[src/rtl/mpu_params.svh]
/*
  Sizing for the MPU. Address and data widths are fixed at 32 bits in
  practice, since the region table holds 30-bit word addresses.
  The outstanding limit only throttles new core requests. One more
  request may still sit in the bus stage when the limit is reached.
*/

`ifndef MPU_PARAMS_SVH
`define MPU_PARAMS_SVH

//////////////////////////////////////////////////////////////////////
// Datapath widths
//////////////////////////////////////////////////////////////////////

// Byte address width on both sides
`define MPU_ADDR_W 32

// Read and write data width
`define MPU_DATA_W 32

//////////////////////////////////////////////////////////////////////
// PMA table and flow control
//////////////////////////////////////////////////////////////////////

// Entries in the fixed PMA table
`define MPU_PMA_REGIONS 4

// Bus responses that may be in flight
`define MPU_MAX_OUTSTANDING 4

`endif

[src/rtl/mpu_cfg_pkg.sv]
/*
  Fixed physical memory attribute table. Bounds are word addresses,
  low inclusive and high exclusive. Lower index wins on overlap.
  I/O regions must not be cacheable.
*/

`include "mpu_params.svh"

package mpu_cfg_pkg;

  // One PMA region with its attributes
  typedef struct packed {
    logic [`MPU_ADDR_W-3:0] word_addr_low;
    logic [`MPU_ADDR_W-3:0] word_addr_high;
    logic                   main;
    logic                   bufferable;
    logic                   cacheable;
  } pma_region_t;

  // Attributes for addresses outside every region
  localparam pma_region_t PMA_R_DEFAULT = '{
    word_addr_low:  '0,
    word_addr_high: '0,
    main:           1'b1,
    bufferable:     1'b0,
    cacheable:      1'b0
  };

  // Region 3 overlaps region 2 on purpose
  localparam pma_region_t PMA_CFG [0:`MPU_PMA_REGIONS-1] = '{
    // 0x0000_0000 .. 0x0001_0000, main memory
    '{word_addr_low: 30'h0000_0000, word_addr_high: 30'h0000_4000,
      main: 1'b1, bufferable: 1'b0, cacheable: 1'b1},
    // 0x1000_0000 .. 0x1001_0000, I/O
    '{word_addr_low: 30'h0400_0000, word_addr_high: 30'h0400_4000,
      main: 1'b0, bufferable: 1'b0, cacheable: 1'b0},
    // 0x2000_0000 .. 0x2004_0000, main memory
    '{word_addr_low: 30'h0800_0000, word_addr_high: 30'h0801_0000,
      main: 1'b1, bufferable: 1'b1, cacheable: 1'b0},
    // 0x2000_0000 .. 0x3000_0000, I/O
    '{word_addr_low: 30'h0800_0000, word_addr_high: 30'h0C00_0000,
      main: 1'b0, bufferable: 1'b0, cacheable: 1'b0}
  };

endpackage

[src/rtl/mpu_txn_pkg.sv]
/*
  Transaction types for the core and bus sides of the MPU.
  Both request channels use a valid/ready handshake. Responses are
  single-cycle pulses without back-pressure.
*/

`include "mpu_params.svh"

package mpu_txn_pkg;

  // Access size of a core request
  typedef enum logic [1:0] {
    MEM_BYTE = 2'd0,
    MEM_HALF = 2'd1,
    MEM_WORD = 2'd2
  } mem_size_e;

  // Status returned with every core response
  typedef enum logic [1:0] {
    MPU_OK       = 2'd0,
    MPU_RE_FAULT = 2'd1,
    MPU_WR_FAULT = 2'd2
  } mpu_status_e;

  // Controller states
  typedef enum logic [1:0] {
    MPU_IDLE     = 2'd0,
    MPU_ERR_WAIT = 2'd1,
    MPU_ERR_RESP = 2'd2
  } mpu_state_e;

  typedef struct packed {
    logic [`MPU_ADDR_W-1:0] addr;
    logic                   we;
    logic                   instr_fetch;
    mem_size_e              size;
    logic [`MPU_DATA_W-1:0] wdata;
  } core_req_t;

  typedef struct packed {
    logic [`MPU_ADDR_W-1:0] addr;
    logic                   we;
    logic [`MPU_DATA_W-1:0] wdata;
    logic                   bufferable;
    logic                   cacheable;
  } bus_req_t;

  typedef struct packed {
    logic [`MPU_DATA_W-1:0] rdata;
    logic                   err;
  } bus_resp_t;

  typedef struct packed {
    logic [`MPU_DATA_W-1:0] rdata;
    mpu_status_e            status;
  } core_resp_t;

endpackage

[src/rtl/mpu_pma_lookup.sv]
/*
  Combinational PMA check of the current core request.
  allow_o and deny_o are not qualified by any handshake; the caller
  must combine them with a transfer. A misaligned access is checked
  against the region of its first byte only.
*/

`timescale 1ns/1ps

`include "mpu_params.svh"

module mpu_pma_lookup
  import mpu_cfg_pkg::*;
  import mpu_txn_pkg::*;
(
  input  core_req_t core_req_i,
  output bus_req_t  lookup_o,
  output logic      allow_o,
  output logic      deny_o
);

  logic [`MPU_ADDR_W-3:0] word_addr;
  pma_region_t            region;
  logic                   misaligned;
  logic                   pma_err;

  assign word_addr = core_req_i.addr[`MPU_ADDR_W-1:2];

  //////////////////////////////////////////////////////////////////////
  // Region search
  //////////////////////////////////////////////////////////////////////

  // Scan from the top so the lowest matching index is left standing
  always_comb begin
    region = PMA_R_DEFAULT;
    for (int i = `MPU_PMA_REGIONS - 1; i >= 0; i--) begin
      if ((word_addr >= PMA_CFG[i].word_addr_low) &&
          (word_addr < PMA_CFG[i].word_addr_high)) begin
        region = PMA_CFG[i];
      end
    end
  end

  //////////////////////////////////////////////////////////////////////
  // Fault decision
  //////////////////////////////////////////////////////////////////////

  always_comb begin
    case (core_req_i.size)
      MEM_HALF: misaligned = core_req_i.addr[0];
      MEM_WORD: misaligned = |core_req_i.addr[1:0];
      default:  misaligned = 1'b0;
    endcase
  end

  // I/O space takes neither fetches nor misaligned accesses
  assign pma_err = !region.main && (core_req_i.instr_fetch || misaligned);

  assign allow_o = !pma_err;
  assign deny_o  = pma_err;

  //////////////////////////////////////////////////////////////////////
  // Bus request with attributes
  //////////////////////////////////////////////////////////////////////

  always_comb begin
    lookup_o.addr       = core_req_i.addr;
    lookup_o.we         = core_req_i.we;
    lookup_o.wdata      = core_req_i.wdata;
    // Loads are never bufferable
    lookup_o.bufferable = region.bufferable && core_req_i.we;
    lookup_o.cacheable  = region.cacheable;
  end

endmodule

[src/rtl/mpu_bus_stage.sv]
/*
  Single-entry holding stage toward the bus.
  load_i must only be raised while stage_free_o is high. The held
  request stays stable until the bus takes it.
*/

`timescale 1ns/1ps

module mpu_bus_stage
  import mpu_txn_pkg::*;
(
  input  logic     clk,
  input  logic     rst_n,

  // Load side, from the lookup and the controller
  input  logic     load_i,
  input  bus_req_t req_i,

  // Bus request channel
  output bus_req_t bus_req_o,
  output logic     bus_valid_o,
  input  logic     bus_ready_i,

  // Stage can take a load this cycle
  output logic     stage_free_o
);

  logic     valid_q;
  bus_req_t req_q;

  // Free when empty, or when the held request leaves this cycle
  assign stage_free_o = !valid_q || bus_ready_i;

  always_ff @(posedge clk or negedge rst_n) begin
    if (!rst_n) begin
      valid_q <= 1'b0;
    end else if (load_i) begin
      valid_q <= 1'b1;
    end else if (bus_ready_i) begin
      valid_q <= 1'b0;
    end
  end

  // Payload only moves on a load
  always_ff @(posedge clk) begin
    if (load_i) begin
      req_q <= req_i;
    end
  end

  assign bus_req_o   = req_q;
  assign bus_valid_o = valid_q;

endmodule

[src/rtl/mpu_ctrl.sv]
/*
  MPU controller. A denied request blocks the core, waits for all
  issued bus transactions to answer, then returns one fault response.
  A bus response with err set is reported as MPU_RE_FAULT, since the
  direction of issued transactions is not tracked.
*/

`timescale 1ns/1ps

`include "mpu_params.svh"

module mpu_ctrl
  import mpu_txn_pkg::*;
(
  input  logic       clk,
  input  logic       rst_n,

  // Core request handshake
  input  logic       core_valid_i,
  output logic       core_ready_o,

  // Lookup result for the current request
  input  logic       allow_i,
  input  logic       deny_i,
  input  logic       we_i,

  // Bus stage control
  input  logic       stage_free_i,
  output logic       take_o,
  input  logic       bus_issue_i,

  // Responses
  input  bus_resp_t  bus_resp_i,
  input  logic       bus_resp_valid_i,
  output core_resp_t core_resp_o,
  output logic       core_resp_valid_o
);

  // Room for the limit plus one request still held in the stage
  localparam int              CNT_W   = $clog2(`MPU_MAX_OUTSTANDING + 2);
  localparam logic [CNT_W-1:0] MAX_OUT = CNT_W'(`MPU_MAX_OUTSTANDING);

  mpu_state_e       state_q;
  mpu_state_e       state_d;
  logic [CNT_W-1:0] cnt_q;
  logic             err_we_q;
  logic             active_q;
  logic             accept;

  //////////////////////////////////////////////////////////////////////
  // Core side handshake
  //////////////////////////////////////////////////////////////////////

  // active_q keeps the core blocked until the first cycle after reset
  assign core_ready_o = active_q && (state_q == MPU_IDLE) && stage_free_i &&
                        (cnt_q < MAX_OUT);

  assign accept = core_valid_i && core_ready_o;
  assign take_o = accept && allow_i;

  always_ff @(posedge clk or negedge rst_n) begin
    if (!rst_n) begin
      active_q <= 1'b0;
    end else begin
      active_q <= 1'b1;
    end
  end

  // Issued but unanswered bus transactions
  always_ff @(posedge clk or negedge rst_n) begin
    if (!rst_n) begin
      cnt_q <= '0;
    end else begin
      case ({bus_issue_i, bus_resp_valid_i})
        2'b10:   cnt_q <= cnt_q + 1'b1;
        2'b01:   cnt_q <= cnt_q - 1'b1;
        default: cnt_q <= cnt_q;
      endcase
    end
  end

  //////////////////////////////////////////////////////////////////////
  // Error sequencing FSM
  //////////////////////////////////////////////////////////////////////

  always_comb begin
    state_d = state_q;
    case (state_q)
      MPU_IDLE: begin
        if (accept && deny_i) begin
          state_d = MPU_ERR_WAIT;
        end
      end
      // Earlier requests answer first to keep response order
      MPU_ERR_WAIT: begin
        if (cnt_q == '0) begin
          state_d = MPU_ERR_RESP;
        end
      end
      MPU_ERR_RESP: state_d = MPU_IDLE;
      default:      state_d = MPU_IDLE;
    endcase
  end

  always_ff @(posedge clk or negedge rst_n) begin
    if (!rst_n) begin
      state_q  <= MPU_IDLE;
      err_we_q <= 1'b0;
    end else begin
      state_q <= state_d;
      if (accept && deny_i) begin
        err_we_q <= we_i;
      end
    end
  end

  // Single response stream; bus stays quiet while the fault is returned
  always_comb begin
    if (state_q == MPU_ERR_RESP) begin
      core_resp_o.rdata  = '0;
      core_resp_o.status = err_we_q ? MPU_WR_FAULT : MPU_RE_FAULT;
    end else begin
      core_resp_o.rdata  = bus_resp_i.rdata;
      core_resp_o.status = bus_resp_i.err ? MPU_RE_FAULT : MPU_OK;
    end
  end

  assign core_resp_valid_o = bus_resp_valid_i || (state_q == MPU_ERR_RESP);

endmodule

[src/rtl/mpu_top.sv]
/*
  MPU between a core request channel and the system bus.
  Permitted requests reach the bus one cycle after acceptance.
  Denied requests never reach the bus and end in a fault response.
*/

`timescale 1ns/1ps

module mpu_top
  import mpu_txn_pkg::*;
(
  input  logic       clk,
  input  logic       rst_n,

  // Core side
  input  core_req_t  core_req_i,
  input  logic       core_valid_i,
  output logic       core_ready_o,
  output core_resp_t core_resp_o,
  output logic       core_resp_valid_o,

  // Bus side
  output bus_req_t   bus_req_o,
  output logic       bus_valid_o,
  input  logic       bus_ready_i,
  input  bus_resp_t  bus_resp_i,
  input  logic       bus_resp_valid_i
);

  bus_req_t lookup;
  logic     allow;
  logic     deny;
  logic     stage_free;
  logic     take;
  logic     bus_issue;

  assign bus_issue = bus_valid_o && bus_ready_i;

  mpu_pma_lookup pma_lookup_i (
    .core_req_i (core_req_i),
    .lookup_o   (lookup),
    .allow_o    (allow),
    .deny_o     (deny)
  );

  mpu_bus_stage bus_stage_i (
    .clk          (clk),
    .rst_n        (rst_n),
    .load_i       (take),
    .req_i        (lookup),
    .bus_req_o    (bus_req_o),
    .bus_valid_o  (bus_valid_o),
    .bus_ready_i  (bus_ready_i),
    .stage_free_o (stage_free)
  );

  // Write flag comes from the lookup result
  mpu_ctrl ctrl_i (
    .clk               (clk),
    .rst_n             (rst_n),
    .core_valid_i      (core_valid_i),
    .core_ready_o      (core_ready_o),
    .allow_i           (allow),
    .deny_i            (deny),
    .we_i              (lookup.we),
    .stage_free_i      (stage_free),
    .take_o            (take),
    .bus_issue_i       (bus_issue),
    .bus_resp_i        (bus_resp_i),
    .bus_resp_valid_i  (bus_resp_valid_i),
    .core_resp_o       (core_resp_o),
    .core_resp_valid_o (core_resp_valid_o)
  );

endmodule

[config.mk]
export PLATFORM = sky130hd
export DESIGN_NAME = mpu_top
export DESIGN_NICKNAME = d
export VERILOG_FILES = /design/src/rtl/mpu_cfg_pkg.sv /design/src/rtl/mpu_txn_pkg.sv /design/src/rtl/mpu_pma_lookup.sv /design/src/rtl/mpu_bus_stage.sv /design/src/rtl/mpu_ctrl.sv /design/src/rtl/mpu_top.sv
export VERILOG_INCLUDE_DIRS = /design/src /design/src/rtl
export SDC_FILE = /design/constraint.sdc
export NUM_CORES = 1
export LEC_CHECK = 0
export ABC_AREA = 1
export ABC_CLOCK_PERIOD_IN_PS = 3840
export BUFFER_PORTS_ARGS = -buffer_cell sky130_fd_sc_hd__buf_2
export CAP_MARGIN = 20
export CORE_UTILIZATION = 41
export DETAILED_ROUTE_END_ITERATION = 10
export GPL_TIMING_DRIVEN = 0
export MAX_ROUTING_LAYER = met4
export PLACE_DENSITY = 0.81
export SETUP_SLACK_MARGIN = 0.5
export SKIP_CTS_REPAIR_TIMING = 1
export SLEW_MARGIN = 5
export SYNTH_ARGS = -nofsm -noshare
export SYNTH_HDL_FRONTEND = slang
export SYNTH_SLANG_ARGS = --single-unit
export TNS_END_PERCENT = 50
[constraint.sdc]
create_clock -name clk -period 3.84 [get_ports clk]
set_clock_uncertainty 0.15 [all_clocks]
set_input_delay 0 -clock clk [delete_from_list [all_inputs] [get_ports clk]]
set_output_delay 0 -clock clk [all_outputs]
set_load 0.01 [all_outputs]
==> flow_summary.toml <==
[drt]
post_drt_via_cell_ratio = 4.36
vias = 2727
drt_first_iter_violations = 132
drt_pre_antenna_iters = 4
routed_wirelength_mm = 8.95
routed_wire_length_per_instance_um = 14.3
drc = 0
drtAntennaViolNets = 0

[logic_synthesis]
synth_area_um2 = 2930
postSynthAreaPerCell_um2 = 12.8
count_of_synthesis_stage_warnings_from_yosys = 0
synthCells = 229
distinct_cell_type_count_after_synthesis = 25
synth_seq_cells = 75
synth-seq-area-share_pct = 75.6
postSynthNetCount = 339

[run]
drv_cap = 0

[clocking]
clockBufferDepth = 2
numCtsBuffers = 9
clkLatencyLatePin_ns = 0.33
h_tree_level_count = 3
tritoncts = "yes"
clkSlewWorstSetupHoldPaths_ns = 0.08
clock-sinks = 75
cts-root-buf = "sky130_fd_sc_hd__clkbuf_8"

[grt]
grt_remaining_overflow = 0
first_pass_grt_wire_length_mm = 10.0
pin_count_of_the_biggest_net_entering_global_routing = 42
grt_pass1_vias = 2161
globalRouteTotalUtil_pct = 18.8
antenna_found_initial = 0

[critical_path]
critical_path.startpoint_type = "input port"
critical_path.max_stage_delay_ns = 0.66
crit_required_ns = 3.73
crit_chain = "dlygate4sd3_1, buf_2, nor2_1, nand3_1, nand3_1, nand2_1, nand2_1, nand2_2, nand2_1, nand2_1, inv_2, buf_16"
crit_path_frequent_cell = "sky130_fd_sc_hd__nand2_1"
criticalPathCategory = "in2reg"
slowest_stage = "sky130_fd_sc_hd__inv_2"
worstPathBufferInverterCount = 4
highest_net_fanout_along_the_worst_path = 41
critPathCaptureType = "flop"
critical_path_arrival_ns = 2.31
cpLargestDelayFamily = "buffers and inverters"

[die]
floorplan.die.width_um = 86.5
design.die.area_um2 = 7480
initial_utilization_pct = 42.9
number_of_top_level_design_ports = 210
fp.coreArea_um2 = 6830
rows = 30
fp.dieH_um = 86.5

[sta]
setup_viol_count_final = 0
unrepaired_setup_endpoints_after_global_routing = "false"
min_period_ns = 2.42
worst_slew_pin_slew_ns = 0.898
fin_tns_setup_ns = 0
finalHoldViolCount = 0
fmax_mhz = 413
worst_hold_slack_ns = 0.0573
slew_viol_final = 0
final.period_utilization_pct = 63.0
max_slew_margin_pct = 40.1

[power_and_ir_drop]
total_leakage_power_nw = 2.44
worst_vdd_drop_mv = 0.303
share_seq_of_total_power_pct = 50.4
clock_power_share_pct = 26.6
power.share.switching_pct = 29.3
power.density_cell_area_nw_per_um2 = 417
pwr-share-comb_pct = 23.1
internal_power_mw = 1.49
total_power_mw = 2.10
power_switching_uw = 615

[min_path]
holdCritPathClass = "in2reg"

[placed_design]
gp_routability_congestion = 0.751
dp_hpwl_mm = 5.81
inst_count_dp = 535
count_of_buffers_from_port_buffering = 209

[cells_and_area]
drive_gt1_share_pct = 45.9
fillers = 451
diodes = 0
areaGrowthSynthToFinish_pct = 72.3
instances_no_fill = 625
multi_input_area_um2 = 505
final-seq-area_um2 = 2210
nNetsFinal = 634

[outcome]
run_status = "finished clean"
kinds of logic (layout without fill, tap and decap cells):
kind of cell / after synthesis / in the layout / share of synthesized area [%]
AND/OR/NAND/NOR: 86 / 86 / 13.0
flip-flops: 75 / 75 / 75.6
buffers and inverters: 55 / 355 / 7.18
AO/OA/AOI/OAI: 6 / 6 / 1.58
adder cells (fa/ha/maj): 4 / 4 / 1.97
XOR/XNOR: 2 / 2 / 0.598
other: 1 / 1 / 0.128
metrics by stage:
step	utilization [%]	setup slack, ns	cell area, um^2
2_1_floorplan	-	1.10	2930
3_3_place_gp	59.9	0.517	4090
3_5_place_dp	60.3	1.42	4120
4_1_cts	63.0	1.42	4300
5_1_grt	73.8	1.17	5040
6_report	73.8	1.42	5040
final timing paths:
kind	startpoint	endpoint	slack, ns	cells after the start
setup / recovery	core_req_i[59]	bus_stage_i.bus_req_o[19]	1.42	12
hold / removal	core_req_i[33]	ctrl_i.state_q[0]	0.06	5
setup reg to reg	ctrl_i.state_q[0]	ctrl_i.err_we_q	1.44	7
hold reg to reg	ctrl_i.cnt_q[0]	ctrl_i.cnt_q[0]	0.36	1
max in group asynchronous	rst_n	ctrl_i.err_we_q	2.76	3
min in group asynchronous	rst_n	ctrl_i.cnt_q[2]	0.50	3
synth_stat cells, drive strengths merged:
| cell type | number | area [um^2] |
|---|---|---|
| nand2 | 24 | 100 |
| inv | 52 | 195 |
| nor3b | 1 | 7.51 |
| or2 | 1 | 6.26 |
| dfrtp | 8 | 200 |
| nand3 | 6 | 35.0 |
| xnor2 | 1 | 8.76 |
| fa | 1 | 20.0 |
| xor2 | 1 | 8.76 |
| o31ai | 1 | 21.3 |
| nand4 | 2 | 12.5 |
| conb | 1 | 3.75 |
| buf | 3 | 15.0 |
| ha | 3 | 37.5 |
| a21oi | 2 | 10.0 |
| o21ai | 3 | 15.0 |
| edfxtp | 67 | 2010 |
| nor3 | 1 | 5.00 |
| nor2 | 51 | 214 |
cell usage in the layout, fill, tap and decap left out, drive strengths merged:
cell           n
dlygate4sd3   74
o31ai          1
clkinvlp       2
inv           55
nand3          6
edfxtp        67
nor3b          1
buf          213
dfrtp          8
xnor2          1
nor3           1
nor2          51
or2            1
xor2           1
conb           1
fa             1
nand4          2
nand2         24
o21ai          3
clkinv         2
ha             3
clkbuf         9
a21oi          2
worst register-to-register path: stages (launching register included):
cell,delay [ns]
sky130_fd_sc_hd__dfrtp_1,0.44
sky130_fd_sc_hd__nor2_1,0.17
sky130_fd_sc_hd__nand4_1,0.15
sky130_fd_sc_hd__nor2_2,0.16
sky130_fd_sc_hd__nand4_1,0.10
sky130_fd_sc_hd__dlygate4sd3_1,0.56
sky130_fd_sc_hd__nand2_1,0.07
sky130_fd_sc_hd__dlygate4sd3_1,0.55
state kept, by name (all words and copies together), names as in the netlist:
signal,cells
bus_stage_i.bus_valid_o,1
ctrl_i.state_q,2
ctrl_i.active_q,1
ctrl_i.err_we_q,1
bus_stage_i.bus_req_o,67
ctrl_i.cnt_q,3
layer usage:
layer,wire [um],share of wire [%],vias to the layer above,track usage (%)
met4,144,1.6,0,7.27
met1,3270,37,1278,20.5
met2,4910,55,116,32.8
met5,0,0,-,-
li1,-,-,1316,-
met3,624,7.0,17,4.86
area by class of cell:
type | instances | area share (%)
multi-input cells | 99 | 10.0
plain buffers | 3 | 0.298
clock buffers | 9 | 2.46
inverters | 52 | 3.87
repair buffers | 284 | 36.0
well taps | 96 | 2.38
flip-flops and latches | 75 | 43.9
clock inverters | 7 | 1.14
power groups by stage:
stage / registers, mW / clock network [mW] / logic, mW
after floorplan: 1.12 / 0 / 0.154
after global placement: 1.08 / 0 / 0.384
after detailed placement: 1.08 / 0 / 0.414
after CTS: 1.06 / 0.567 / 0.416
after global routing: 1.07 / 0.603 / 0.530
final: 1.06 / 0.558 / 0.485
No activity file was read; power rests on OpenSTA's default activity.
